**src/hw/rv_core_pkg.sv**
```systemverilog
// shared types for the RV32I subset core; all memory addresses in mem_req_t are word addresses
`default_nettype none

package rv_core_pkg;

    localparam int XLEN = 32;

    typedef logic [XLEN-1:0] word_t;
    typedef logic [4:0]      reg_addr_t;

    // major opcodes kept in this core
    typedef enum logic [6:0] {
        OPC_OP     = 7'b0110011,
        OPC_OP_IMM = 7'b0010011,
        OPC_LOAD   = 7'b0000011,
        OPC_STORE  = 7'b0100011,
        OPC_BRANCH = 7'b1100011,
        OPC_JAL    = 7'b1101111
    } opcode_e;

    typedef enum logic [2:0] {
        ALU_ADD,
        ALU_SUB,
        ALU_AND,
        ALU_OR,
        ALU_XOR
    } alu_op_e;

    typedef struct packed {
        logic  req;
        logic  we;
        word_t addr;
        word_t wdata;
    } mem_req_t;

    typedef struct packed {
        logic  valid;
        word_t pc;
        word_t inst;
    } if_id_t;

    typedef struct packed {
        logic      valid;
        word_t     pc;
        alu_op_e   alu_op;
        word_t     op_a;
        word_t     op_b;
        word_t     imm;
        reg_addr_t rd;
        logic      rd_we;
        logic      load;
        logic      store;
        logic      branch;
        logic      bne;
        logic      jal;
    } id_ex_t;

    typedef struct packed {
        logic  valid;
        word_t target;
    } redirect_t;

    typedef struct packed {
        logic      valid;
        reg_addr_t rd;
        logic      rd_we;
        logic      load;
        logic      store;
        word_t     result;
        word_t     store_data;
    } ex_mem_t;

    // register write, valid only for a nonzero rd
    typedef struct packed {
        logic      valid;
        reg_addr_t rd;
        word_t     data;
    } wb_t;

endpackage

`default_nettype wire

```
**src/hw/mem_stage.sv**
```systemverilog
// word accesses only; the two low address bits are dropped
`timescale 1ns/100ps
`default_nettype none

module mem_stage import rv_core_pkg::*; (
    input  logic     clk,
    input  logic     arst_n_i,
    input  ex_mem_t  ex_mem_i,
    input  word_t    rdata_i,
    output mem_req_t data_req_o,
    output wb_t      mem_fwd_o,
    output wb_t      wb_o
);

    always_comb begin
        data_req_o.req   = ex_mem_i.valid && (ex_mem_i.load || ex_mem_i.store);
        data_req_o.we    = ex_mem_i.valid && ex_mem_i.store;
        data_req_o.addr  = {2'b00, ex_mem_i.result[XLEN-1:2]};
        data_req_o.wdata = ex_mem_i.store_data;

        // writes to x0 never reach the register file or retire
        mem_fwd_o.valid = ex_mem_i.valid && ex_mem_i.rd_we && (ex_mem_i.rd != '0);
        mem_fwd_o.rd    = ex_mem_i.rd;
        mem_fwd_o.data  = ex_mem_i.load ? rdata_i : ex_mem_i.result;
    end

    always_ff @(posedge clk or negedge arst_n_i) begin
        if (!arst_n_i)
            wb_o <= '0;
        else
            wb_o <= mem_fwd_o;
    end

endmodule

`default_nettype wire

```
**config.mk**
```make
export PLATFORM = sky130hd
export DESIGN_NAME = mem_stage
export DESIGN_NICKNAME = d
export VERILOG_FILES = /design/src/hw/rv_core_pkg.sv /design/src/hw/mem_stage.sv
export SDC_FILE = /design/constraint.sdc
export NUM_CORES = 1
export LEC_CHECK = 0
export BUFFER_PORTS_ARGS = -buffer_cell sky130_fd_sc_hd__buf_2
export CORE_AREA = 2 2 97 99
export CTS_BUF_LIST = sky130_fd_sc_hd__clkbuf_4
export DETAILED_ROUTE_END_ITERATION = 6
export DIE_AREA = 0 0 99 101
export HOLD_SLACK_MARGIN = 0.15
export PLACE_DENSITY = 0.69
export SYNTH_ARGS = -nofsm -noshare
export SYNTH_HDL_FRONTEND = slang
export SYNTH_SLANG_ARGS = --single-unit
```
**constraint.sdc**
```tcl
create_clock -name clk -period 2.6 [get_ports clk]
set_input_delay 0.78 -clock clk [delete_from_list [all_inputs] [get_ports clk]]
set_output_delay 0.78 -clock clk [all_outputs]
set_load 0.01 [all_outputs]
```
==> results_dict.tcl <==
set metrics [dict create \
    dp_hpwl_mm 4.62 \
    power_uw 1270 \
    power_density_nw_per_um2 503 \
    grt_pass1_wl_mm 7.52 \
    via_per_inst 3.89 \
    cp_data_arrival_time_ns 1.75 \
    grt_pass1_vias 1453 \
    crit_required_ns 1.82 \
    clock_sinks 38 \
    layout_common_cells "buf_2 (182), dfrtp_1 (38), mux2_2 (32)" \
    hold_class "in2async" \
    die_width_um 99 \
    largest_reg_flops 38 \
    drtIter0Drc 30 \
    htreeDepth 2 \
    seqCellArea_um2 951 \
    crit_buf_inv 2 \
    numPortBuffers 182 \
    fin_tns_setup_ns 0 \
    syn_inst 148 \
    cts-buffers-inserted 5 \
    die_y_um 101 \
    ctsResizeCount 0 \
    crit_slowest_cell "or3_1" \
    grt-ovfl-total 0 \
    vdd.ir_drop.worst_mv 0.163 \
    cpPeakStageDelay_ns 0.39 \
    grtUsageTotal_pct 10.0 \
    drive_gt1_share_pct 83.8 \
    endpoint_kind "output port" \
    path_common_cell "buf_2" \
    cp-start-kind "input port" \
    slew_violations 0 \
    fin_cells 382 \
    drt-pass1-iter-count 3 \
    period_share_pct 97.2 \
    fin_crit_ns 2.53 \
    antenna_found_initial 0 \
    regMostFlops "wb_o" \
    fmax_ghz 0.396 \
    path_depth 4 \
    avgSynthCellArea_um2 12.9 \
    top_regs "wb_o (38)" \
    synth_cell_types 10 \
    dieArea_um2 10000 \
    cts_max_path_buffers 2 \
    setup_viol 0 \
    syn_to_final_growth_pct 32.3 \
    ys_seq_area_share_pct 50.0 \
    ant_nets 0 \
    initial_utilization_pct 21.2 \
    path_clk_slew_ns 0.11 \
    whs_ns 0.245 \
    drc 0 \
    num_vias 1485 \
    cts_setup_buffers 0 \
    pre_cts_ws_ns 0.0719 \
    cp_cell_sequence "buf_2 > or3_1 > o311a_1 > buf_2" \
    synth-seq-cells 38 \
    multi_input_area_um2 398 \
    maxCapViolCount 0 \
    drt_wl_total_mm 5.35 \
    post_drt_wl_per_cell_um 14.0 \
    dpl.cell_count 375 \
    coreArea_um2 8980 \
    ys_warn_count 0 \
    num-fill-cells 937 \
    n_antenna_cell 0 \
    crit_path_max_fanout 3 \
    rsz0062_at_grt "no" \
    layout_commonest_cell "buf_2" \
    rows 35 \
    place_congestion 0.710 \
    grt_max_degree 19 \
    cts_hold_buf 0 \
    critical_path_class "in2out" \
    hold_viol 0 \
    fin_ws_ns 0.0731 \
    clockRootBuffer "clkbuf_4" \
    leakagePower_uw 0.00137 \
    crit_family "simple AND/OR/NAND/NOR gates" \
    synth_area_um2 1900 \
    status "completed" \
    cts_tree "built" \
    pin_count 249 \
    final_nets 378 \
]
[how the worst max path moves through the flow]
stage          slack (ns)            end          from
2_1_floorplan        0.35  mem_fwd_o[37]  ex_mem_i[68]
3_3_place_gp          0.1  mem_fwd_o[37]  ex_mem_i[68]
3_5_place_dp         0.07  mem_fwd_o[37]  ex_mem_i[68]
4_1_cts              0.07  mem_fwd_o[37]  ex_mem_i[68]
5_1_grt              0.05  mem_fwd_o[37]  ex_mem_i[68]
6_report             0.07  mem_fwd_o[37]  ex_mem_i[68]
[through the flow]
stage / cell area (um^2) / util [%]
finish: 2520 / 28.0
floorplan: 1910 / -
global placement: 2470 / 27.5
detailed placement: 2470 / 27.5
global route: 2520 / 28.0
CTS: 2520 / 28.0
[power by group]
group,switching [uW],leakage (uW),internal (uW)
clock network,197,0.0000308,97.5
logic,169,0.000898,162
registers,9.31,0.000444,632
[area by class of cell]
class | count | share of cell area (%)
repair buffers | 188 | 39.0
clock inverters | 2 | 0.398
well taps | 111 | 5.52
clock buffers | 5 | 1.49
flip-flops and latches | 38 | 37.8
multi-input cells | 38 | 15.8
[Yosys cell counts]
cell type / instances / share of area (%)
dfrtp_1: 38 / 50
conb_1: 1 / 0.20
buf_6: 3 / 1.8
buf_4: 69 / 27
o21a_1: 1 / 0.39
mux2_2: 32 / 19
buf_2: 1 / 0.26
or3_1: 1 / 0.33
o311a_1: 1 / 0.53
and2_1: 1 / 0.33
[cell families after synthesis]
kind of cell    share of synthesized area [%]
buf+inv                                  29.3
flops                                    50.0
mux                                      18.9
compound gates                          0.921
simple gates                            0.658
other cells                             0.197
[per-layer routing]
layer,up-vias,global-route usage (%),part of all wire [%],wire [um]
li1,652,-,-,-
met1,684,10.6,35,1860
met2,121,16.9,49,2630
met3,28,3.40,11,588
met4,0,6.74,5.1,272
met5,-,0,0,0
No activity file was read; power rests on OpenSTA's default activity.
