--- src/hw/rv_core_pkg.sv ---
// shared types for the RV32I subset core; all memory addresses in mem_req_t are word addresses
`default_nettype none

package rv_core_pkg;

    localparam int XLEN = 32;

    typedef logic [XLEN-1:0] word_t;
    typedef logic [4:0]      reg_addr_t;

    // major opcodes kept in this core
    typedef enum logic [6:0] {
        OPC_OP     = 7'b0110011,
        OPC_OP_IMM = 7'b0010011,
        OPC_LOAD   = 7'b0000011,
        OPC_STORE  = 7'b0100011,
        OPC_BRANCH = 7'b1100011,
        OPC_JAL    = 7'b1101111
    } opcode_e;

    typedef enum logic [2:0] {
        ALU_ADD,
        ALU_SUB,
        ALU_AND,
        ALU_OR,
        ALU_XOR
    } alu_op_e;

    typedef struct packed {
        logic  req;
        logic  we;
        word_t addr;
        word_t wdata;
    } mem_req_t;

    typedef struct packed {
        logic  valid;
        word_t pc;
        word_t inst;
    } if_id_t;

    typedef struct packed {
        logic      valid;
        word_t     pc;
        alu_op_e   alu_op;
        word_t     op_a;
        word_t     op_b;
        word_t     imm;
        reg_addr_t rd;
        logic      rd_we;
        logic      load;
        logic      store;
        logic      branch;
        logic      bne;
        logic      jal;
    } id_ex_t;

    typedef struct packed {
        logic  valid;
        word_t target;
    } redirect_t;

    typedef struct packed {
        logic      valid;
        reg_addr_t rd;
        logic      rd_we;
        logic      load;
        logic      store;
        word_t     result;
        word_t     store_data;
    } ex_mem_t;

    // register write, valid only for a nonzero rd
    typedef struct packed {
        logic      valid;
        reg_addr_t rd;
        word_t     data;
    } wb_t;

endpackage

`default_nettype wire

--- src/hw/mem_arbiter.sv ---
// host then data then fetch; only fetch ever loses, addresses wrap at MEM_WORDS
`timescale 1ns/100ps
`default_nettype none

module mem_arbiter import rv_core_pkg::*; #(
    parameter int unsigned MEM_WORDS = 1024
) (
    input  mem_req_t host_req_i,
    input  mem_req_t data_req_i,
    input  mem_req_t fetch_req_i,
    output logic     fetch_gnt_o,
    output mem_req_t ram_req_o
);

    mem_req_t sel;

    always_comb begin
        fetch_gnt_o = 1'b0;
        if (host_req_i.req) begin
            sel = host_req_i;
        end else if (data_req_i.req) begin
            sel = data_req_i;
        end else begin
            sel         = fetch_req_i;
            fetch_gnt_o = fetch_req_i.req;
        end

        ram_req_o      = sel;
        ram_req_o.addr = sel.addr % MEM_WORDS;
    end

endmodule

`default_nettype wire

--- config.mk ---
export PLATFORM = sky130hd
export DESIGN_NAME = mem_arbiter
export DESIGN_NICKNAME = d
export VERILOG_FILES = /design/src/hw/rv_core_pkg.sv /design/src/hw/mem_arbiter.sv
export SDC_FILE = /design/constraint.sdc
export NUM_CORES = 1
export LEC_CHECK = 0
export BUFFER_PORTS_ARGS = -buffer_cell sky130_fd_sc_hd__buf_2
export CAP_MARGIN = 20
export CELL_PAD_IN_SITES_DETAIL_PLACEMENT = 0
export CELL_PAD_IN_SITES_GLOBAL_PLACEMENT = 1
export CORE_AREA = 2 2 104 106
export DETAILED_ROUTE_END_ITERATION = 6
export DIE_AREA = 0 0 106 108
export PLACE_DENSITY_LB_ADDON = 0.1
export SLEW_MARGIN = 20
export SYNTH_ARGS = -nofsm -noshare
export SYNTH_HDL_FRONTEND = slang
export SYNTH_SLANG_ARGS = --single-unit
--- constraint.sdc ---
create_clock -name vclk -period 0.8
set_input_delay 0.04 -clock vclk [all_inputs]
set_output_delay 0.04 -clock vclk [all_outputs]
set_load 0.005 [all_outputs]
==> impl_metrics.json <==
{
  "die_area_mm2": 0.0114,
  "worstPathRequired_ns": 0.76,
  "place_hpwl_mm": 4.19,
  "route.detailed.wl_per_inst_um": 11.2,
  "vdd_drop_max_uv": 124,
  "setup.worst_path.start_class": "input pin",
  "chip_width_um": 106,
  "synth.largest_area_cell": "sky130_fd_sc_hd__mux2i_1",
  "run_status": "complete, no violations",
  "path_cells": "buf_12, buf_12, mux2i_2, o21ai_1, buf_2",
  "layout.cells.most_common_list": "sky130_fd_sc_hd__buf_2, sky130_fd_sc_hd__nand2_1, sky130_fd_sc_hd__o21ai_1",
  "critical_path_arrival_ns": 0.73,
  "syn_avg_cell_area_um2": 6.74,
  "die_h_um": 108,
  "final_core_utilization_pct": 21.7,
  "period_share_pct": 96.3,
  "finalMaxSlewViolations": 0,
  "io-pin-count": 265,
  "powerDensity_mw_per_mm2": 503,
  "first_pass_iters": 4,
  "rsz0062_at_grt": "true",
  "crit_path_frequent_cell": "sky130_fd_sc_hd__buf_12",
  "clockBufferCount": 0,
  "dpl_worst_slack_ns": -0.134,
  "grt_pass1_vias": 1544,
  "synth-compound-area-share_pct": 18.9,
  "globalRouteTotalUtil_pct": 7.91,
  "portBuffers": 177,
  "core_region_area_mm2": 0.0102,
  "layout_min_cycle_time_ns": 0.771,
  "max_stage_delay_ns": 0.21,
  "antenna_found_initial": 0,
  "proportion_of_synthesized_chip_area_in_sequential_cells_pct": 0,
  "syn_to_layout_area_delta_pct": 94.4,
  "cts_hold_buf": 0,
  "setup_ws_ns": 0.0293,
  "leakage_power_summed_over_all_cells_nw": 1.30,
  "antenna_cells_inserted": 0,
  "crit_path_end_kind": "output port",
  "ys_types": 11,
  "setup_viol": 0,
  "fillCellCount": 1173,
  "synth-xor-area-share_pct": 0,
  "hold_viol": 0,
  "place.gp.congestion": 0.669,
  "num-nets-final": 544,
  "synth_area_mm2": 0.00114,
  "layout_commonest_cell": "sky130_fd_sc_hd__buf_2",
  "synth.area.mux_share_pct": 37.8,
  "drv_cap": 0,
  "synth_simple_gate_area_share_pct": 15.4,
  "timing.critical_path.slowest_stage_cell": "sky130_fd_sc_hd__mux2i_2",
  "drt_drc_violations_left": 0,
  "seq_cell_count": 0,
  "globalRoute.totalOverflow": 0,
  "synth_top_family_by_area": "multiplexers",
  "postCtsSetupRepairBufs": 0,
  "crit_path_max_fanout": 12,
  "initial_core_util_pct": 11.1,
  "yosysWarningCount": 0,
  "rows": 37,
  "fmax_ghz": 1.30,
  "routed_via_density": 3.51,
  "netlist.area_leader.share_pct": 37.8,
  "placement.cell_area_mm2": 0.00208,
  "global_route_wire_length_before_repair_mm": 7.44,
  "drt-initial-drc-count": 43,
  "hold_class": "input pin to output port",
  "grt_max_degree": 41,
  "drtAntennaViolNets": 0,
  "routed_wirelength_mm": 5.36,
  "synth_top_cells_by_area": "sky130_fd_sc_hd__mux2i_1, sky130_fd_sc_hd__o21ai_1, sky130_fd_sc_hd__buf_4, sky130_fd_sc_hd__nand2_1, sky130_fd_sc_hd__buf_12",
  "ff_latch_area_um2": 0,
  "dr_total_vias": 1686,
  "syn-instance-count": 169,
  "post-route-cell-area_mm2": 0.00222,
  "adder_cell_share_of_the_synthesized_area_pct": 0,
  "post_route_cells_drive_above_1_share_pct": 56.7,
  "critPathKind": "input pin to output port"
}
synth_stat cells:
| library cell | instances |
|---|---|
| sky130_fd_sc_hd__buf_12 | 4 |
| sky130_fd_sc_hd__buf_2 | 5 |
| sky130_fd_sc_hd__buf_4 | 22 |
| sky130_fd_sc_hd__buf_6 | 3 |
| sky130_fd_sc_hd__clkbuf_1 | 3 |
| sky130_fd_sc_hd__conb_1 | 1 |
| sky130_fd_sc_hd__mux2i_1 | 43 |
| sky130_fd_sc_hd__nand2_1 | 43 |
| sky130_fd_sc_hd__nor3b_1 | 1 |
| sky130_fd_sc_hd__o21ai_1 | 43 |
| sky130_fd_sc_hd__or3_1 | 1 |
worst max-delay path: cells and delay by family:
family	cells	cell delay [ns]
compound gates	1	0.07
mux	1	0.21
buf+inv	3	0.40
repair_timing:
item / in CTS / in global routing
setup endpoints to repair: 43 / 27
gates cloned: 2 / 1
resized for setup: 9 / 7
where the power goes:
part	leakage [nW]	switching, W	internal (W)
Combinational	1.30	0.000471	0.000643
Clock	0	0	0
Sequential	0	0	0
Total	1.30	0.000471	0.000643
stage by stage:
stage / setup TNS (ns) / instances / hold slack (ns) / total power, W
5_1_grt: -0.331 / 480 / 0.377 / 0.00125
3_5_place_dp: -2.84 / 477 / 0.357 / 0.00104
2_1_floorplan: 0 / 190 / 0.167 / 0.000570
3_3_place_gp: -2.51 / 477 / 0.358 / 0.00105
6_report: 0 / 480 / 0.358 / 0.00111
4_1_cts: 0 / 479 / 0.358 / 0.00110
area by class of cell:
class | count | area [um^2] | share of cell area [%]
timing repair buffer | 191 | 1120 | 50.5
tap | 136 | 170 | 7.68
multi-input combinational | 153 | 927 | 41.8
cells by family after synthesis:
family | Yosys count
simple gates | 45
mux | 43
compound gates | 43
other cells | 1
buf+inv | 37
routing by layer:
layer | global-route usage (%) | vias to the layer above | wire length [um]
met1 | 9.49 | 691 | 2060
met5 | 0 | - | 0
li1 | - | 889 | -
met3 | 0.964 | 2 | 502
met2 | 15.7 | 104 | 2760
met4 | 0.376 | 0 | 31
final timing paths:
path,from,slack [ns],to,cells past startpoint
worst min-delay path,host_req_i[39],0.36,ram_req_o[39],4
worst max-delay path,data_req_i[65],0.03,ram_req_o[3],5
No activity file was read; power rests on OpenSTA's default activity.
