<file path="config.mk">
export PLATFORM = sky130hd
export DESIGN_NAME = fetch_unit
export DESIGN_NICKNAME = d
export VERILOG_FILES = /design/src/hw/rv_core_pkg.sv /design/src/hw/fetch_unit.sv
export SDC_FILE = /design/constraint.sdc
export NUM_CORES = 1
export LEC_CHECK = 0
export BUFFER_PORTS_ARGS = -buffer_cell sky130_fd_sc_hd__buf_2
export CAP_MARGIN = 5
export CORE_MARGIN = 3
export CORE_UTILIZATION = 30
export CTS_BUF_LIST = sky130_fd_sc_hd__clkbuf_8
export DETAILED_ROUTE_END_ITERATION = 6
export SETUP_SLACK_MARGIN = 0.15
export SYNTH_ARGS = -nofsm -noshare
export SYNTH_HDL_FRONTEND = slang
export SYNTH_SLANG_ARGS = --single-unit
</file>
<file path="constraint.sdc">
create_clock -name clk -period 1.5 [get_ports clk]
set_input_delay 0.15 -clock clk [delete_from_list [all_inputs] [get_ports clk]]
set_output_delay 0.15 -clock clk [all_outputs]
set_load 0.01 [all_outputs]
</file>
<file path="src/hw/rv_core_pkg.sv">
// shared types for the RV32I subset core; all memory addresses in mem_req_t are word addresses
`default_nettype none

package rv_core_pkg;

    localparam int XLEN = 32;

    typedef logic [XLEN-1:0] word_t;
    typedef logic [4:0]      reg_addr_t;

    // major opcodes kept in this core
    typedef enum logic [6:0] {
        OPC_OP     = 7'b0110011,
        OPC_OP_IMM = 7'b0010011,
        OPC_LOAD   = 7'b0000011,
        OPC_STORE  = 7'b0100011,
        OPC_BRANCH = 7'b1100011,
        OPC_JAL    = 7'b1101111
    } opcode_e;

    typedef enum logic [2:0] {
        ALU_ADD,
        ALU_SUB,
        ALU_AND,
        ALU_OR,
        ALU_XOR
    } alu_op_e;

    typedef struct packed {
        logic  req;
        logic  we;
        word_t addr;
        word_t wdata;
    } mem_req_t;

    typedef struct packed {
        logic  valid;
        word_t pc;
        word_t inst;
    } if_id_t;

    typedef struct packed {
        logic      valid;
        word_t     pc;
        alu_op_e   alu_op;
        word_t     op_a;
        word_t     op_b;
        word_t     imm;
        reg_addr_t rd;
        logic      rd_we;
        logic      load;
        logic      store;
        logic      branch;
        logic      bne;
        logic      jal;
    } id_ex_t;

    typedef struct packed {
        logic  valid;
        word_t target;
    } redirect_t;

    typedef struct packed {
        logic      valid;
        reg_addr_t rd;
        logic      rd_we;
        logic      load;
        logic      store;
        word_t     result;
        word_t     store_data;
    } ex_mem_t;

    // register write, valid only for a nonzero rd
    typedef struct packed {
        logic      valid;
        reg_addr_t rd;
        word_t     data;
    } wb_t;

endpackage

`default_nettype wire

</file>
<file path="src/hw/fetch_unit.sv">
// PC must be word aligned; a fetch that loses arbitration leaves a bubble in IF/ID
`timescale 1ns/100ps
`default_nettype none

module fetch_unit import rv_core_pkg::*; #(
    parameter word_t RESET_PC = '0
) (
    input  logic      clk,
    input  logic      arst_n_i,
    input  logic      run_i,
    input  logic      fetch_gnt_i,
    input  word_t     fetch_rdata_i,
    input  logic      hold_i,
    input  redirect_t redirect_i,
    output mem_req_t  fetch_req_o,
    output if_id_t    if_id_o
);

    word_t pc_q;

    // skip the request when the fetched word would be dropped anyway
    always_comb begin
        fetch_req_o       = '0;
        fetch_req_o.req   = run_i && !hold_i && !redirect_i.valid;
        fetch_req_o.addr  = {2'b00, pc_q[XLEN-1:2]};
    end

    always_ff @(posedge clk or negedge arst_n_i) begin
        if (!arst_n_i) begin
            pc_q    <= RESET_PC;
            if_id_o <= '0;
        end else if (!run_i) begin
            pc_q          <= RESET_PC;
            if_id_o.valid <= 1'b0;
        end else if (redirect_i.valid) begin
            pc_q          <= redirect_i.target;
            if_id_o.valid <= 1'b0;
        end else if (!hold_i) begin
            if (fetch_gnt_i) begin
                pc_q          <= pc_q + 32'd4;
                if_id_o.valid <= 1'b1;
                if_id_o.pc    <= pc_q;
                if_id_o.inst  <= fetch_rdata_i;
            end else begin
                // lost the RAM to host or data
                if_id_o.valid <= 1'b0;
            end
        end
    end

endmodule

`default_nettype wire

</file>
==> reports/qor.txt <==
# nets final - 885
Die X - 135.2 um
clock slew at reported path FFs - 0.10 ns
worst skew pair latency - 0.38 ns
Max Freq - 637.4 MHz
top cells by count, synth - 203 x nand2_1, 97 x dfrtp_1, 65 x buf_4
DP HPWL - 10720 um
failing checks - negative setup slack
All-Layer GR Usage - 0.1643
Cells after Synth - 577
critical path cell sequence - and3_4, nand4_1, or4_1, a31oi_1
largest net degree at the start of global routing - 48
CP Capture Type - flop
Finished Core Util - 0.4453
Synth top area share - 0.4850
die height - 135.2 um
fin crit period - 1.569 ns
Fin Setup TNS - -0.3877 ns
DRT Pass-1 Iters - 4
H-tree levels - 3
DR vias/cell - 4.494
max-slew violation count - 0
IO buf count - 165
first-pass GRT wire length - 23780 um
static leakage - 3.909 nW
Syn Area/Cell - 8.674 um2
Slowest-stage cell, CP - or4_1
peak supply drop - 0.3629 mV
Critical Path RT - 1.79 ns
top cells by area, synth - dfrtp_1 49%, nand2_1 15%, buf_4 9.8%, o21ai_0 2.7%, xnor2_1 1.6%
DRT iter0 DRCs - 229
Most used DFF post-synth - dfrtp_1
Crit Path Category - flop to flop
max incr delay on CP - 0.47 ns
WL final - 15140 um
Final Hold Violating Endpoints - 0
Initial Utilization - 0.3106
area leader, netlist - dfrtp_1
GPL Wtd Cong - 0.8244
final antenna-violating net count - 0
# rows - 46
WL/cell - 14.61 um
number of synthesized register bits - 97
CTS sink cnt - 97
Post-synth ARST share - 1.000
Max Cap Viol - 0
Area Growth Syn to Fin - 43.37%
# setup viols final - 12
placeable core region - 16120 um2
vias in the first global route - 4582
DRC - 0
Root Buffer - clkbuf_8
final worst slack - -0.06897 ns
PwrDens - 912.2 nW/um2
fin crit share - 1.046
Max clock buf depth - 2
Final Power - 6.546 mW
RSZ-0062 raised after global routing - true
dpl ws - -0.09262 ns
most common cell in the netlist - nand2_1
Syn Std Cell Area - 5005 um2
element type at the critical path start - flop
CP arrival - 1.86 ns
fillers - 1647
Via Count - 4656
sequential area share after synthesis - 0.4850
post-synth cell types - 50
final clock skew - 0.01588 ns
IO Pins - 201
TritonCTS Buffers - 9
worst hold path class - primary input to flop
run status - finished, violations left
largest fanout on the critical path - 5
Yosys warnings - 0
total grt overflow - 0
worst hold slack - 0.04860 ns
Die Area - 18270 um2
number of enable flip-flop cells after synthesis - 0
layout cells sized above 1 - 0.3724
CTS tree - yes
initial antenna violation count - 0
-- path summary, 6_finish.rpt --
path                                startpoint                 endpoint  slack [ns]  cells past startpoint
setup / recovery           pc_q[4]$_DFFE_PN0P_     pc_q[27]$_DFFE_PN0P_       -0.07                      4
hold / removal                   redirect_i[1]      pc_q[1]$_DFFE_PN0P_        0.05                      3
setup reg to reg           pc_q[4]$_DFFE_PN0P_     pc_q[27]$_DFFE_PN0P_       -0.07                      4
hold reg to reg            pc_q[1]$_DFFE_PN0P_  if_id_o[33]$_DFFE_PN0P_        0.47                      2
max in group asynchronous             arst_n_i      pc_q[2]$_DFFE_PN0P_        0.69                      3
min in group asynchronous             arst_n_i  if_id_o[52]$_DFFE_PN0P_        0.22                      2
-- cells in the final DEF, fill, tap and decap left out, types with 5 or more instances in the layout --
cell type / netlist / routed
nand3_1: 15 / 12
nor2_1: 10 / 10
dfrtp_1: 97 / 95
conb_1: 1 / 35
nand4_1: 10 / 10
inv_1: 3 / 5
buf_2: 10 / 162
clkbuf_8: 0 / 9
a21oi_1: 10 / 8
buf_4: 65 / 69
buf_6: 0 / 15
nand2_1: 203 / 202
o211a_1: 6 / 6
nand2b_1: 6 / 6
xnor2_1: 9 / 9
o21ai_0: 27 / 27
dlygate4sd3_1: 0 / 36
a31oi_1: 8 / 8
-- report_power, final --
part | internal [mW] | switching [mW]
Combinational | 0.689 | 0.827
Sequential | 2.95 | 0.186
Clock | 0.929 | 0.963
Total | 4.57 | 1.98
-- worst max-delay path: cells and delay by family (launching register included) --
family | cells | cell delay (ns)
DFF | 1 | 0.41
and+or+nand+nor | 3 | 0.93
AOI/OAI and AO/OA | 1 | 0.14
-- kinds of logic (layout without fill, tap and decap cells) --
family / Yosys count / in the layout / synth area share
flip-flops: 97 / 97 / 0.4850
other: 1 / 36 / 0.0007493
buffers and inverters: 98 / 306 / 0.1250
multiplexers: 3 / 3 / 0.006000
AO/OA/AOI/OAI: 68 / 68 / 0.08775
XOR/XNOR: 12 / 12 / 0.02100
adder cells (fa/ha/maj): 1 / 1 / 0.002500
AND/OR/NAND/NOR: 297 / 297 / 0.2720
-- area by class of cell --
type / instances / area [um2] / share of cell area
tap: 216 / 270.3 / 0.03766
multi-input combinational: 416 / 2307 / 0.3215
clock inverter: 7 / 88.84 / 0.01238
sequential: 97 / 2430 / 0.3386
antenna: 1 / 2.502 / 0.0003487
timing repair buffer: 286 / 1938 / 0.2701
inverter: 4 / 15.01 / 0.002092
clock buffer: 9 / 123.9 / 0.01726
-- what timing repair did --
item / 4_1_cts / 5_1_grt
buffers inserted: 9 / 5
gates resized for setup: 28 / 14
endpoints found under the setup margin: 25 / 29
pin swaps: 21 / 15
hold endpoints to repair: 85 / 0
hold buffers: 36 / 0
-- through the flow --
step                      instance area [um2]  std cells
final                                    7176       1036
after global routing                     7173       1035
after CTS                                7061       1030
after detailed placement                 6299        969
after global placement                   6299        969
after floorplan                          5211        611
-- sequential cells by signal, indices dropped and copies added, names as in the netlist --
signal,cells
if_id_o,65
pc_q,32
-- routing by layer --
layer | vias to the layer above | global-route usage | wire length [um]
met5 | - | 0 | 0
li1 | 2308 | - | -
met1 | 2207 | 0.2170 | 6620
met4 | 0 | 0.04647 | 182
met3 | 15 | 0.04049 | 975
met2 | 126 | 0.2691 | 7359
No activity file was read; power rests on OpenSTA's default activity.
