File: src/hw/rv_core_pkg.sv
// shared types for the RV32I subset core; all memory addresses in mem_req_t are word addresses
`default_nettype none

package rv_core_pkg;

    localparam int XLEN = 32;

    typedef logic [XLEN-1:0] word_t;
    typedef logic [4:0]      reg_addr_t;

    // major opcodes kept in this core
    typedef enum logic [6:0] {
        OPC_OP     = 7'b0110011,
        OPC_OP_IMM = 7'b0010011,
        OPC_LOAD   = 7'b0000011,
        OPC_STORE  = 7'b0100011,
        OPC_BRANCH = 7'b1100011,
        OPC_JAL    = 7'b1101111
    } opcode_e;

    typedef enum logic [2:0] {
        ALU_ADD,
        ALU_SUB,
        ALU_AND,
        ALU_OR,
        ALU_XOR
    } alu_op_e;

    typedef struct packed {
        logic  req;
        logic  we;
        word_t addr;
        word_t wdata;
    } mem_req_t;

    typedef struct packed {
        logic  valid;
        word_t pc;
        word_t inst;
    } if_id_t;

    typedef struct packed {
        logic      valid;
        word_t     pc;
        alu_op_e   alu_op;
        word_t     op_a;
        word_t     op_b;
        word_t     imm;
        reg_addr_t rd;
        logic      rd_we;
        logic      load;
        logic      store;
        logic      branch;
        logic      bne;
        logic      jal;
    } id_ex_t;

    typedef struct packed {
        logic  valid;
        word_t target;
    } redirect_t;

    typedef struct packed {
        logic      valid;
        reg_addr_t rd;
        logic      rd_we;
        logic      load;
        logic      store;
        word_t     result;
        word_t     store_data;
    } ex_mem_t;

    // register write, valid only for a nonzero rd
    typedef struct packed {
        logic      valid;
        reg_addr_t rd;
        word_t     data;
    } wb_t;

endpackage

`default_nettype wire

File: src/hw/decode_unit.sv
// unknown opcodes decode as bubbles; OP_IMM funct3 other than ADDI maps onto the ALU ops too
`timescale 1ns/100ps
`default_nettype none

module decode_unit import rv_core_pkg::*; (
    input  logic      clk,
    input  logic      arst_n_i,
    input  if_id_t    if_id_i,
    input  redirect_t redirect_i,
    input  ex_mem_t   ex_fwd_i,
    input  wb_t       mem_fwd_i,
    input  wb_t       wb_i,
    output logic      hold_o,
    output id_ex_t    id_ex_o
);

    word_t      rf_q [1:31];
    opcode_e    opcode;
    logic [2:0] funct3;
    reg_addr_t  rs1;
    reg_addr_t  rs2;
    word_t      imm_i;
    logic       use_rs1;
    logic       use_rs2;
    id_ex_t     id_ex_d;

    // EX result first, then MEM, then the write in flight, then the file
    function automatic word_t read_src(reg_addr_t rs);
        word_t val;
        val = '0;
        if (rs != '0) begin
            if (ex_fwd_i.valid && ex_fwd_i.rd_we && ex_fwd_i.rd == rs)
                val = ex_fwd_i.result;
            else if (mem_fwd_i.valid && mem_fwd_i.rd == rs)
                val = mem_fwd_i.data;
            else if (wb_i.valid && wb_i.rd == rs)
                val = wb_i.data;
            else
                val = rf_q[rs];
        end
        return val;
    endfunction

    always_comb begin
        opcode  = opcode_e'(if_id_i.inst[6:0]);
        funct3  = if_id_i.inst[14:12];
        rs1     = if_id_i.inst[19:15];
        rs2     = if_id_i.inst[24:20];
        imm_i   = {{20{if_id_i.inst[31]}}, if_id_i.inst[31:20]};
        use_rs1 = opcode inside {OPC_OP, OPC_OP_IMM, OPC_LOAD, OPC_STORE, OPC_BRANCH};
        use_rs2 = opcode inside {OPC_OP, OPC_STORE, OPC_BRANCH};

        // load result not ready until MEM
        hold_o = if_id_i.valid && ex_fwd_i.valid && ex_fwd_i.load && ex_fwd_i.rd != '0
                 && ((use_rs1 && rs1 == ex_fwd_i.rd) || (use_rs2 && rs2 == ex_fwd_i.rd));

        id_ex_d       = '0;
        id_ex_d.valid = if_id_i.valid;
        id_ex_d.pc    = if_id_i.pc;
        id_ex_d.rd    = if_id_i.inst[11:7];
        id_ex_d.op_a  = read_src(rs1);
        id_ex_d.op_b  = (opcode == OPC_OP_IMM) ? imm_i : read_src(rs2);
        case (opcode)
            OPC_OP, OPC_OP_IMM: begin
                id_ex_d.rd_we = 1'b1;
                id_ex_d.imm   = imm_i;
                case (funct3)
                    3'b100:  id_ex_d.alu_op = ALU_XOR;
                    3'b110:  id_ex_d.alu_op = ALU_OR;
                    3'b111:  id_ex_d.alu_op = ALU_AND;
                    default: id_ex_d.alu_op = (opcode == OPC_OP && if_id_i.inst[30]) ?
                                              ALU_SUB : ALU_ADD;
                endcase
            end
            OPC_LOAD: begin
                id_ex_d.rd_we = 1'b1;
                id_ex_d.load  = 1'b1;
                id_ex_d.imm   = imm_i;
            end
            OPC_STORE: begin
                id_ex_d.store = 1'b1;
                id_ex_d.imm   = {{20{if_id_i.inst[31]}}, if_id_i.inst[31:25], if_id_i.inst[11:7]};
            end
            OPC_BRANCH: begin
                id_ex_d.branch = 1'b1;
                id_ex_d.bne    = funct3[0];
                id_ex_d.imm    = {{19{if_id_i.inst[31]}}, if_id_i.inst[31], if_id_i.inst[7],
                                  if_id_i.inst[30:25], if_id_i.inst[11:8], 1'b0};
            end
            OPC_JAL: begin
                id_ex_d.jal   = 1'b1;
                id_ex_d.rd_we = 1'b1;
                id_ex_d.imm   = {{11{if_id_i.inst[31]}}, if_id_i.inst[31], if_id_i.inst[19:12],
                                 if_id_i.inst[20], if_id_i.inst[30:21], 1'b0};
            end
            default: id_ex_d.valid = 1'b0;
        endcase
    end

    // x0 has no storage
    always_ff @(posedge clk) begin
        if (wb_i.valid)
            rf_q[wb_i.rd] <= wb_i.data;
    end

    always_ff @(posedge clk or negedge arst_n_i) begin
        if (!arst_n_i)
            id_ex_o <= '0;
        else if (redirect_i.valid || hold_o)
            id_ex_o.valid <= 1'b0;
        else
            id_ex_o <= id_ex_d;
    end

endmodule

`default_nettype wire

File: config.mk
export PLATFORM = sky130hd
export DESIGN_NAME = decode_unit
export DESIGN_NICKNAME = d
export VERILOG_FILES = /design/src/hw/rv_core_pkg.sv /design/src/hw/decode_unit.sv
export SDC_FILE = /design/constraint.sdc
export NUM_CORES = 2
export LEC_CHECK = 0
export BUFFER_PORTS_ARGS = -buffer_cell sky130_fd_sc_hd__buf_2
export CORE_UTILIZATION = 55
export DETAILED_ROUTE_END_ITERATION = 6
export PLACE_DENSITY = 0.74
export SLEW_MARGIN = 20
export SYNTH_ARGS = -nofsm -noshare
export SYNTH_HDL_FRONTEND = slang
export SYNTH_SLANG_ARGS = --single-unit
File: constraint.sdc
create_clock -name clk -period 2.6 [get_ports clk]
set_input_delay 0.52 -clock clk [delete_from_list [all_inputs] [get_ports clk]]
set_output_delay 0.52 -clock clk [all_outputs]
set_load 0.005 [all_outputs]
==> key figures <==
Timing
  – Final Cycle Share: 0.986
  – Setup Skew: 0.0206 ns
  – RSZ-0062 raised after global routing: no
  – Final setup viols: 0
  – Slew margin rel.: 0.228
  – Tightest Pin Transition: 1.16 ns
  – Final hold vios: 0
  – Max Fclk: ~0.39 GHz
  – Minimum clock period: about 2.6 ns
  – Slew Viols, Final: 0
  – Hold WS: approximately 0.033 ns
  – Setup tns final: 0 ns

Die
  – Die Height: between 300 and 400 um
  – Row count: about 110
  – CORE AREA: about 97000 um2
  – DIE WIDTH: around 320 um
  – Die ar.: a little under 100000 um2
  – IO Count: between 300 and 400
  – Starting density of the core: 0.557

Layout
  – Finished Core Util: 0.661
  – Layout cells sized above 1: 0.386
  – Fin cells: just over 5000
  – Synthesis-to-layout area growth: 18.8%
  – Nets@finish: roughly 3900

Setup path
  – Startpoint Class: primary input
  – WP data arrival: 2.04 ns
  – CP Capture Type: primary output
  – Worst-path fanout max: 22
  – Critical Path RT: between 2 and 2.5 ns
  – Setup CP Type: primary input to primary output

Global route
  – GRT Total Usage: 0.349
  – Vias in the first global route: between 30000 and 40000
  – Largest net degree at the start of global routing: slightly above 60
  – First-pass GRT wire length: 248 mm
  – Initial antenna violation count: 7
  – Total gr overflow: 0

Status
  – Failing checks: design-rule violations
  – Outcome: complete, but fails checks

Routing
  – DRT antenna net count: 0
  – Drt pass-1 iters: 7
  – Vias/cell: 7.18
  – Wire length per cell: about 34 um
  – DR DRC count: 47
  – Starting DRT DRC Count: 5111
  – Via count: ~36000
  – Final WL: ~170 mm

Power
  – Power, Total: 0.0404 W
  – PwrDens: ~630 nW/um2
  – VDD IR-drop max: between 0.5 and 0.6 mV
  – Leak: about 22 nW

Synthesis
  – Number of synthesis warnings: 0
  – Synth top area cells: edfxtp_1, mux4_2, dfrtp_1
  – Seq cells post-synth: approximately 1100
  – Syn_nets: between 3000 and 4000
  – Post-synth EDFFs: 992
  – Top cell type's share of synthesized area: 0.553
  – Sequential share of the synthesized area: 0.614
  – Distinct cells, synth: 63
  – Leading area contributor after synthesis: edfxtp_1
  – Cell Area, Synth: roughly 54000 um2
  – Synth Instances: about 3200
  – Ys flop type: edfxtp_1
  – Syn avg cell area: roughly 17 um2
  – Synth async-reset ratio: 0.117

Clocking
  – Reg clk slew, reported paths: 0.06 ns
  – CTS tree: done
  – Root Driver: clkbuf_16
  – # clock sinks: 1124
  – Clock Latency Late Sink: 0.71 ns
  – Inserted Clock Buffers: approximately 110
  – CTS Buffer Depth: 3
  – H-tree Lvls: 3

Placed design
  – Dpl cells: 4849
  – Global placer's final weighted congestion: between 0.9 and 1
  – Post-detail-place hpwl: between 100 and 150 mm
  – PortBufs: approximately 330

Worst hold path
  – Type of the worst min-delay path: primary input to flip-flop

Flow run
  – Max-Cap Viols: 0
cell usage in the layout, fill, tap and decap left out, types with 20 or more instances in the layout:
cell,n
o22ai_1,49
nand3_1,78
a211oi_1,77
edfxtp_1,992
o211ai_1,24
a211o_1,23
buf_2,317
clkinv_1,27
a31oi_1,24
a221o_1,23
buf_4,258
clkbuf_16,112
nor2_1,68
or3_1,33
dfrtp_1,132
o21ai_0,83
clkbuf_1,23
o31a_1,32
buf_12,126
a311oi_1,32
nor2_4,33
nand2_1,107
mux2i_1,185
mux2_1,42
inv_1,20
o22a_1,30
mux2_2,111
a221oi_1,21
mux4_2,434
a21oi_1,38
worst max-delay path: stages:
cell	delay, ns
buf_12	0.21
buf_16	0.21
buf_12	0.19
xor2_1	0.16
nor2_1	0.08
and3_1	0.19
o21ai_4	0.18
inv_4	0.09
buf_2	0.14
flip-flops by register name (all words and copies together), names as in the netlist:
name     count
id_ex_o    132
rf_q       992
cells in the mapped netlist (24+ instances only):
| library cell | count |
|---|---|
| a211oi_1 | 78 |
| a31oi_1 | 24 |
| buf_1 | 24 |
| o22a_1 | 30 |
| buf_2 | 95 |
| nand2_1 | 108 |
| o22ai_1 | 49 |
| a311oi_1 | 32 |
| o211ai_1 | 24 |
| or3_1 | 33 |
| nor2_1 | 102 |
| mux2_1 | 42 |
| mux2_2 | 111 |
| mux2i_1 | 185 |
| mux4_2 | 434 |
| o31a_1 | 32 |
| dfrtp_1 | 132 |
| clkbuf_1 | 131 |
| nand3_1 | 78 |
| a21oi_1 | 38 |
| edfxtp_1 | 992 |
| o21ai_0 | 83 |
metrics by stage:
step | cell area (um2) | worst slack, ns
5_1_grt | 64000 | 0.0171
3_3_place_gp | 60500 | -0.349
2_1_floorplan | 53900 | -0.517
4_1_cts | 64000 | 0.00579
3_5_place_dp | 60500 | -0.368
6_report | 64000 | 0.0366
routing by layer:
| metal | share of wire | track usage |
|---|---|---|
| met1 | 0.35 | 0.456 |
| met2 | 0.47 | 0.547 |
| met3 | 0.13 | 0.0924 |
| met4 | 0.050 | 0.167 |
| met5 | 0.00047 | 0 |
final cells by class:
cell class                      instances  area [um2]
Antenna cell                            2        5.00
Clock buffer                          135        2880
Clock inverter                         76         588
Fill cell                            6261       32800
Inverter                               22        85.1
Multi-Input combinational cell       1722       19600
Sequential cell                      1124       33100
Tap cell                             1276        1600
Timing Repair Buffer                  709        6190
what timing repair did:
item | 4_1_cts | 5_1_grt
pin swaps | 1 | 0
setup buffers | 1 | 2
cloned | 0 | 1
endpoints found under the setup margin | 1 | 1
hold buffers | 1 | 0
gates resized for setup | 4 | 1
endpoints found under the hold margin | 52 | 0
path summary, 6_finish.rpt:
kind	start	to	slack [ns]	cells past startpoint
max	if_id_i[16]	hold_o	0.04	9
min	if_id_i[49]	id_ex_o[127]	0.03	2
max reg2reg	rf_q[23][25]	id_ex_o[100]	0.19	6
min reg2reg	id_ex_o[13]	id_ex_o[13]	0.49	1
max in group asynchronous	arst_n_i	id_ex_o[88]	1.46	3
min in group asynchronous	arst_n_i	id_ex_o[119]	0.34	2
logic make-up (layout without fill, tap and decap cells):
group / count (synthesis) / count (layout) / share of synthesized area
flip-flops: 1124 / 1124 / 0.614
buffers and inverters: 310 / 942 / 0.0275
other: 0 / 2 / 0
XOR/XNOR: 30 / 30 / 0.00487
AO/OA/AOI/OAI: 523 / 523 / 0.0707
AND/OR/NAND/NOR: 397 / 397 / 0.0354
multiplexers: 772 / 772 / 0.248
where the power goes:
| group | switching [W] | total (W) | internal [W] | leakage (nW) |
|---|---|---|---|---|
| Sequential | 0.000217 | 0.0203 | 0.0201 | 10.6 |
| Combinational | 0.00254 | 0.00465 | 0.00212 | 10.0 |
| Clock | 0.00703 | 0.0155 | 0.00842 | 1.67 |
Note: power is estimated with default switching activity, not from simulation.
