===== config.mk =====
export PLATFORM = sky130hd
export DESIGN_NAME = exec_unit
export DESIGN_NICKNAME = d
export VERILOG_FILES = /design/src/hw/rv_core_pkg.sv /design/src/hw/exec_unit.sv
export SDC_FILE = /design/constraint.sdc
export NUM_CORES = 1
export LEC_CHECK = 0
export BUFFER_PORTS_ARGS = -buffer_cell sky130_fd_sc_hd__buf_2
export CAP_MARGIN = 20
export CORE_MARGIN = 5
export CORE_UTILIZATION = 40
export DETAILED_ROUTE_END_ITERATION = 10
export MAX_ROUTING_LAYER = met4
export PLACE_DENSITY_LB_ADDON = 0.05
export SLEW_MARGIN = 20
export SYNTH_ARGS = -nofsm -noshare
export SYNTH_HDL_FRONTEND = slang
export SYNTH_SLANG_ARGS = --single-unit

===== constraint.sdc =====
create_clock -name clk -period 3.4 [get_ports clk]
set_input_delay 0.34 -clock clk [delete_from_list [all_inputs] [get_ports clk]]
set_output_delay 0.34 -clock clk [all_outputs]
set_load 0.01 [all_outputs]

===== src/hw/rv_core_pkg.sv =====
// shared types for the RV32I subset core; all memory addresses in mem_req_t are word addresses
`default_nettype none

package rv_core_pkg;

    localparam int XLEN = 32;

    typedef logic [XLEN-1:0] word_t;
    typedef logic [4:0]      reg_addr_t;

    // major opcodes kept in this core
    typedef enum logic [6:0] {
        OPC_OP     = 7'b0110011,
        OPC_OP_IMM = 7'b0010011,
        OPC_LOAD   = 7'b0000011,
        OPC_STORE  = 7'b0100011,
        OPC_BRANCH = 7'b1100011,
        OPC_JAL    = 7'b1101111
    } opcode_e;

    typedef enum logic [2:0] {
        ALU_ADD,
        ALU_SUB,
        ALU_AND,
        ALU_OR,
        ALU_XOR
    } alu_op_e;

    typedef struct packed {
        logic  req;
        logic  we;
        word_t addr;
        word_t wdata;
    } mem_req_t;

    typedef struct packed {
        logic  valid;
        word_t pc;
        word_t inst;
    } if_id_t;

    typedef struct packed {
        logic      valid;
        word_t     pc;
        alu_op_e   alu_op;
        word_t     op_a;
        word_t     op_b;
        word_t     imm;
        reg_addr_t rd;
        logic      rd_we;
        logic      load;
        logic      store;
        logic      branch;
        logic      bne;
        logic      jal;
    } id_ex_t;

    typedef struct packed {
        logic  valid;
        word_t target;
    } redirect_t;

    typedef struct packed {
        logic      valid;
        reg_addr_t rd;
        logic      rd_we;
        logic      load;
        logic      store;
        word_t     result;
        word_t     store_data;
    } ex_mem_t;

    // register write, valid only for a nonzero rd
    typedef struct packed {
        logic      valid;
        reg_addr_t rd;
        word_t     data;
    } wb_t;

endpackage

`default_nettype wire


===== src/hw/exec_unit.sv =====
// branches and JAL resolve here; a taken one costs two bubbles
`timescale 1ns/100ps
`default_nettype none

module exec_unit import rv_core_pkg::*; (
    input  logic      clk,
    input  logic      arst_n_i,
    input  id_ex_t    id_ex_i,
    output ex_mem_t   ex_fwd_o,
    output redirect_t redirect_o,
    output ex_mem_t   ex_mem_o
);

    word_t alu_res;
    logic  equal;

    always_comb begin
        case (id_ex_i.alu_op)
            ALU_SUB: alu_res = id_ex_i.op_a - id_ex_i.op_b;
            ALU_AND: alu_res = id_ex_i.op_a & id_ex_i.op_b;
            ALU_OR:  alu_res = id_ex_i.op_a | id_ex_i.op_b;
            ALU_XOR: alu_res = id_ex_i.op_a ^ id_ex_i.op_b;
            default: alu_res = id_ex_i.op_a + id_ex_i.op_b;
        endcase
    end

    always_comb begin
        equal = (id_ex_i.op_a == id_ex_i.op_b);

        // BNE takes the branch on inequality
        redirect_o.valid  = id_ex_i.valid &&
                            (id_ex_i.jal || (id_ex_i.branch && (equal != id_ex_i.bne)));
        redirect_o.target = id_ex_i.pc + id_ex_i.imm;

        ex_fwd_o.valid      = id_ex_i.valid;
        ex_fwd_o.rd         = id_ex_i.rd;
        ex_fwd_o.rd_we      = id_ex_i.rd_we;
        ex_fwd_o.load       = id_ex_i.load;
        ex_fwd_o.store      = id_ex_i.store;
        ex_fwd_o.store_data = id_ex_i.op_b;
        if (id_ex_i.jal)
            ex_fwd_o.result = id_ex_i.pc + 32'd4;
        else if (id_ex_i.load || id_ex_i.store)
            ex_fwd_o.result = id_ex_i.op_a + id_ex_i.imm;
        else
            ex_fwd_o.result = alu_res;
    end

    always_ff @(posedge clk or negedge arst_n_i) begin
        if (!arst_n_i)
            ex_mem_o <= '0;
        else if (ex_fwd_o.valid)
            ex_mem_o <= ex_fwd_o;
        else
            ex_mem_o.valid <= 1'b0;
    end

endmodule

`default_nettype wire


==> results of run 1 <==
## stage by stage
step	setup TNS [ps]	power, W	worst slack [ps]
after floorplan	0	0.002699	179.2
after global placement	-13190	0.004151	-811.9
after detailed placement	-16080	0.004168	-819.9
after CTS	-1585	0.005384	-228.1
after global routing	-3067	0.005987	-313.2
final	-1426	0.005653	-193.7
## power by group through the flow
stage | Combinational, W | Sequential (W) | Clock [W]
2_1_floorplan | 0.00158 | 0.00112 | 0
4_1_cts | 0.00330 | 0.00104 | 0.00104
3_5_place_dp | 0.00311 | 0.00106 | 0
5_1_grt | 0.00384 | 0.00106 | 0.00108
3_3_place_gp | 0.00310 | 0.00105 | 0
6_report | 0.00359 | 0.00104 | 0.00102
## layout by cell type (no fill, tap or decap), types with 11 or more instances in the layout
| cell type | instances |
|---|---|
| a21o_1 | 43 |
| a21oi_1 | 118 |
| a21oi_2 | 19 |
| a221o_1 | 11 |
| a22oi_1 | 27 |
| a31oi_1 | 11 |
| and3_1 | 18 |
| buf_2 | 302 |
| buf_4 | 412 |
| buf_6 | 36 |
| dfrtp_1 | 73 |
| ha_1 | 120 |
| ha_4 | 33 |
| inv_1 | 81 |
| inv_2 | 23 |
| mux2_2 | 68 |
| nand2_1 | 103 |
| nand2b_1 | 27 |
| nand3_1 | 37 |
| nand4_1 | 14 |
| nor2_1 | 104 |
| nor2b_1 | 16 |
| nor3_1 | 23 |
| o211ai_1 | 14 |
| o21a_1 | 16 |
| o21ai_0 | 64 |
| o21ai_2 | 15 |
| o221ai_1 | 21 |
| o22ai_1 | 11 |
| o31ai_1 | 14 |
| xnor2_1 | 64 |
| xor2_1 | 42 |
## cell type report
cell class	instances	area [um^2]	area share, %
multi-input cells	1300	10990	57.38
repair buffers	756	5097	26.62
flip-flops and latches	73	1827	9.541
well taps	396	495.5	2.588
inverters	112	447.9	2.340
clock buffers	9	225.2	1.176
clock inverters	7	61.31	0.3202
diodes	2	5.005	0.02614
## cell usage after synthesis, types with 14 or more instances
library cell  number  share of area, %
o31ai_1           18               1.1
nand3_1           39               1.6
clkbuf_1          64               1.9
a211oi_1          16              0.97
dfrtp_1           73                15
o21ai_0           87               3.5
and3_1            19              0.96
nand4_1           14              0.70
o211ai_1          14              0.85
a31oi_1           17              0.86
ha_1             158                16
a21o_1            44               2.7
o221ai_1          26               1.8
nor2_1           114               3.4
a21oi_1          143               5.8
a22oi_1           29               1.8
a221oi_1          19               1.3
buf_2             17              0.68
xnor2_1           65               4.6
nand2b_1          29               1.5
nor2b_1           20               1.0
mux2_2            68               6.2
buf_4             41               2.5
inv_1            110               3.3
nor3_1            27               1.1
xor2_1            42               3.0
o21a_1            16              0.97
nand2_1          107               3.2
## layer usage
metal / wire [um] / vias up
met5: 0 / -
met4: 1377 / 0
met3: 4737 / 85
met2: 26800 / 598
met1: 26040 / 7301
li1: - / 7153
## what timing repair did
| action | 4_1_cts | 5_1_grt |
|---|---|---|
| endpoints found under the hold margin | 0 | 0 |
| pin swaps | 64 | 104 |
| buffers inserted | 7 | 26 |
| gates resized for setup | 178 | 190 |
| setup endpoints to repair | 33 | 31 |
## path summary, 6_finish.rpt
path | start | end | slack, ps | cells past startpoint
worst max-delay path | id_ex_i[75] | ex_fwd_o[62] | -190 | 19
worst min-delay path | arst_n_i | ex_mem_o[2] | -10 | 1
worst max register to register | ex_mem_o[61] | ex_mem_o[61] | 2620 | 1
worst min register to register | ex_mem_o[56] | ex_mem_o[56] | 500 | 2
max in group asynchronous | arst_n_i | ex_mem_o[24] | 2880 | 1
min in group clk | id_ex_i[7] | ex_mem_o[68] | 190 | 2
## worst max-delay path: stages
cell and delay, ps:
buf_8 110, inv_6 50, ha_4 130, inv_2 30
fa_2 350, nor2b_4 150, o311ai_4 350, a21oi_4 120
o21ai_4 210, buf_4 140, nand2_2 60, a21oi_2 200
buf_6 160, or4b_4 140, a31oi_4 110, o31ai_4 240
buf_4 170, a21oi_2 30, buf_2 150
## cells by family after synthesis
group	Yosys count	share of synthesized area [%]
muxes	76	6.805
and+or+nand+nor	417	16.20
xor gates and xnor gates	107	7.540
adders and majority gates	162	16.55
DFF	73	14.70
AOI/OAI and AO/OA	538	29.56
buffers and inverters	238	8.657
==> flow_summary.yaml, run 1 <==
outcome:
  status: "finished with violations"
  violations: "negative hold slack, negative setup slack"
floorplanning:
  num_rows: 64
  start_util_pct: 40.53
  die_y_um: 186.3
  io-pin-count: 324
  die_w_um: 186.3
  coreArea_um2: 30670
  dieArea_um2: 34700
finish:
  largest_registers: "ex_mem_o (73)"
  fillers: 2820
  drive_gt1_share_pct: 47.59
  regMostFlops: "ex_mem_o"
  nNetsFinal: 2559
  area_growth_pct: 54.04
  fin_area_um2: 19150
  finalNonFillerCells: 2655
  final_util_pct: 62.43
  largest_reg_flops: 73
setup_path:
  cp_max_fo: 5
  crit_required_ps: 3060
  start_kind: "input port"
  crit_arrival_ps: 3250
  path_class: "input port to output port"
  endpoint_kind: "output port"
yosys:
  synthCells: 1611
  synth_edf_count: 0
  ys_seq_area_share_pct: 14.70
  synth_warnings: 0
  netlist_area_um2: 12430
  syn_avg_cell_area_um2: 7.715
  synth_fp_nets: 1918
  netlist-cell-type-count: 81
  synthFlopType: "dfrtp_1"
  ys_seq_elements: 73
  ys_async_sr_fraction_pct: 100.0
drt:
  drc: 0
  routed_wl_mm: 58.96
  vias: 15140
  drt_iter0_markers: 1231
  viasPerCell: 5.701
  wl_per_cell_um: 22.21
  firstDrtPassIters: 5
  ant_nets: 0
sta:
  finalCritPeriodShare_pct: 105.7
  whs_ps: -9.821
  fin_crit_ps: 3594
  report.final.slew_viol_count: 0
  slew_headroom_pct: 49.60
  tightest_slew_ps: 756.0
  skew_ps: 0
  fmax_ghz: 0.2783
  finalHoldViolations: 6
  fin_ws_ps: -193.7
  finalSetupViolations: 12
  grt_setup_unrepaired: "yes"
power_and_ir_drop:
  p_seq_share_pct: 18.5
  power.leakage_nw: 9.002
  comb_power_share_pct: 63.5
  clkPwrFrac_pct: 18.0
  switching_share_pct: 44.25
  p_int_w: 0.003152
  irDropWorstVdd_uv: 254.0
  power_density_nw_per_um2: 295.3
  switching_power_w: 0.002502
global_route:
  grt_pass1_vias: 14810
  grt_first_pass_wirelength_mm: 86.09
  met3_usage_pct: 7.098
  grt_max_degree: 74
  busiest_layer: "met2"
  antenna_found_initial: 2
  grt_use_met2_pct: 51.83
  grt_usage_pct: 33.36
  grt_overflow: 0
  use_met1_pct: 44.40
min_path:
  hold_class: "input port to async pin"
placed_design:
  gp_congestion: 0.9766
  dp_hpwl_mm: 47.41
  placed_area_um2: 16950
  dp.cells: 2610
  port_buffers: 323
cts:
  clkSlewWorstSetupHoldPaths_ps: 70
  cts.hold.buffers_added: 0
  clockBufferDepth: 2
  cts.htree.levels: 3
  clock_latency_ps: 390
  cts.sinks: 73
  cts_tree: "yes"
  root_buffer: "clkbuf_16"
  cts_made_buffers: 9
job:
  max_cap_violations: 0
Note: power is estimated with default switching activity, not from simulation.
==> run 2, diff against run 1 <==
--- a/config.mk
+++ b/config.mk
@@ -8,7 +8,7 @@
 export BUFFER_PORTS_ARGS = -buffer_cell sky130_fd_sc_hd__buf_2
 export CAP_MARGIN = 20
 export CORE_MARGIN = 5
-export CORE_UTILIZATION = 40
+export CORE_UTILIZATION = 32
 export DETAILED_ROUTE_END_ITERATION = 10
 export MAX_ROUTING_LAYER = met4
 export PLACE_DENSITY_LB_ADDON = 0.05
==> constraint.sdc (replaced) <==
create_clock -name clk -period 3.4 [get_ports clk]
set_input_delay 0.68 -clock clk [delete_from_list [all_inputs] [get_ports clk]]
set_output_delay 0.68 -clock clk [all_outputs]
set_load 0.01 [all_outputs]
==> run 2 against run 1 <==
The flow finishes with violations (negative setup slack). Sequential power is essentially flat. Via count up 3.2%. Wire length grew 6.5%. Clock skew is the same.
==> flow_summary.yaml, run 2 (synthesis gave the netlist of run 1 again) <==
setup_path:
  start_kind: "input port"
  crit_arrival_ps: 3490
  ff2ff_setup_slack_ps: 2620
  crit_required_ps: 2720
  cp_max_fo: 3
  r2r-start: "ex_mem_o[50]"
  cp-startpoint: "id_ex_i[83]"
  r2r_cells: 1
  r2r-end: "ex_mem_o[50]"
  endpoint_kind: "output port"
  path_class: "input port to output port"
outcome:
  status: "finished with violations"
  violations: "negative setup slack"
sta:
  finalCritPeriodShare_pct: 122.7
  grt_setup_unrepaired: "yes"
  skew_ps: 0
  fmax_ghz: 0.2397
  slew_headroom_pct: 49.23
  fin_ws_ps: -771.4
  report.final.slew_viol_count: 0
  tightest_slew_ps: 761.5
  finalSetupTns_ps: -21590
  finalSetupViolations: 50
  fin_crit_ps: 4171
  finalHoldViolations: 0
  whs_ps: 328.0
power_and_ir_drop:
  irDropWorstVdd_uv: 294.3
  p_int_w: 0.003702
  clkPwrFrac_pct: 19.5
  comb_power_share_pct: 64.1
  switching_power_w: 0.002636
  p_seq_share_pct: 16.5
  power.leakage_nw: 10.18
  power_density_nw_per_um2: 291.3
  power.total_w: 0.006338
  switching_share_pct: 41.59
min_path:
  hold_class: "input port to async pin"
placed_design:
  port_buffers: 323
  dp_hpwl_mm: 50.70
  dp.cells: 2862
  gp_congestion: 0.9470
finish:
  final_cell_mix: "570 x buf_4, 283 x buf_2, 109 x ha_1"
  largest_reg_flops: 73
  nNetsFinal: 2741
  area_growth_pct: 75.09
  diodes: 0
  fillers: 3743
  finalNonFillerCells: 2957
  regMostFlops: "ex_mem_o"
  largest_registers: "ex_mem_o (73)"
  drive_gt1_share_pct: 55.06
  layout_commonest_cell: "buf_4"
drt:
  routed_wl_mm: 62.82
  firstDrtPassIters: 5
  viasPerCell: 5.284
  wl_per_cell_um: 21.24
  vias: 15630
  ant_nets: 0
  drt_iter0_markers: 1132
  drc: 0
global_route:
  grt_first_pass_wirelength_mm: 92.86
  grt_max_degree: 74
  grt_overflow: 0
  antenna_found_initial: 0
  grt_pass1_vias: 15230
  grt_usage_pct: 28.47
cts:
  cts.sinks: 73
  cts_made_buffers: 9
  cts_tree: "yes"
  cts.htree.levels: 3
  clockBufferDepth: 2
  clkSlewWorstSetupHoldPaths_ps: 70
  clock_latency_ps: 390
  root_buffer: "clkbuf_16"
floorplanning:
  coreArea_um2: 38560
  start_util_pct: 32.24
  io-pin-count: 324
  dieArea_um2: 42880
  die_y_um: 207.1
  num_rows: 72
  die_w_um: 207.1
job:
  max_cap_violations: 0
==> run 2: cell count changes in the layout (fill, tap and decap cells not counted), sizes merged <==
cell,previous run,this run
buf,755,937
bufinv,0,3
clkbuf,10,11
clkinvlp,2,1
diode,2,0
inv,115,112
==> run 2: through the flow <==
stage	instance area [um^2]	setup WS (ps)	util, %
6_report	21760	-771.4	56.44
5_1_grt	21760	-906.5	56.44
4_1_cts	20550	-759.0	53.29
3_5_place_dp	18570	-1163	48.17
3_3_place_gp	18570	-1108	48.17
2_1_floorplan	12920	-344.8	-
==> run 2: critical path: stages <==
cell	delay (ps)
buf_12	90
inv_12	30
ha_4	280
inv_4	40
a2111oi_4	270
buf_4	180
a211oi_4	80
o311ai_4	400
nand3b_1	120
a211o_1	380
a311oi_2	240
xor2_1	110
a221oi_2	350
o31ai_2	90
buf_2	170
==> run 2: layout make-up <==
cell class / instances / area (um^2) / area share, %
multi-input combinational: 1300 / 11650 / 53.54
timing repair buffer: 938 / 6797 / 31.23
sequential: 73 / 1827 / 8.394
tap: 518 / 648.1 / 2.978
clock inverter: 6 / 115.1 / 0.5289
clock buffer: 10 / 239.0 / 1.098
inverter: 112 / 485.5 / 2.231
==> run 2: worst max path at each step <==
stage              endpoint  slack, ps  cells after the start
3_3_place_gp   ex_fwd_o[59]      -1110                     16
5_1_grt        ex_fwd_o[56]       -910                     16
2_1_floorplan  ex_fwd_o[63]       -340                     12
6_report       ex_fwd_o[63]       -770                     15
3_5_place_dp   ex_fwd_o[59]      -1160                     16
4_1_cts        ex_fwd_o[52]       -760                     16
==> run 2: power by group through the flow <==
stage	Sequential, W	Combinational [W]	Clock (W)
CTS	0.00104	0.00373	0.00126
detailed placement	0.00106	0.00338	0
global placement	0.00105	0.00338	0
floorplan	0.00112	0.00167	0
global route	0.00106	0.00434	0.00129
finish	0.00104	0.00406	0.00123
==> run 2: timing repair <==
| action | 4_1_cts | 5_1_grt |
|---|---|---|
| pin swaps | 143 | 124 |
| hold buffers | 0 | 0 |
| setup endpoints to repair | 64 | 60 |
| buffers inserted | 46 | 46 |
| hold endpoints to repair | 0 | 0 |
| resized for setup | 294 | 196 |
==> run 2: metal layers <==
metal	vias up	routed length, um	GRT usage [%]
li1	7518	-	-
met1	7557	29880	40.05
met2	487	27870	42.65
met3	63	3991	5.855
met4	0	1081	5.563
met5	-	0	-
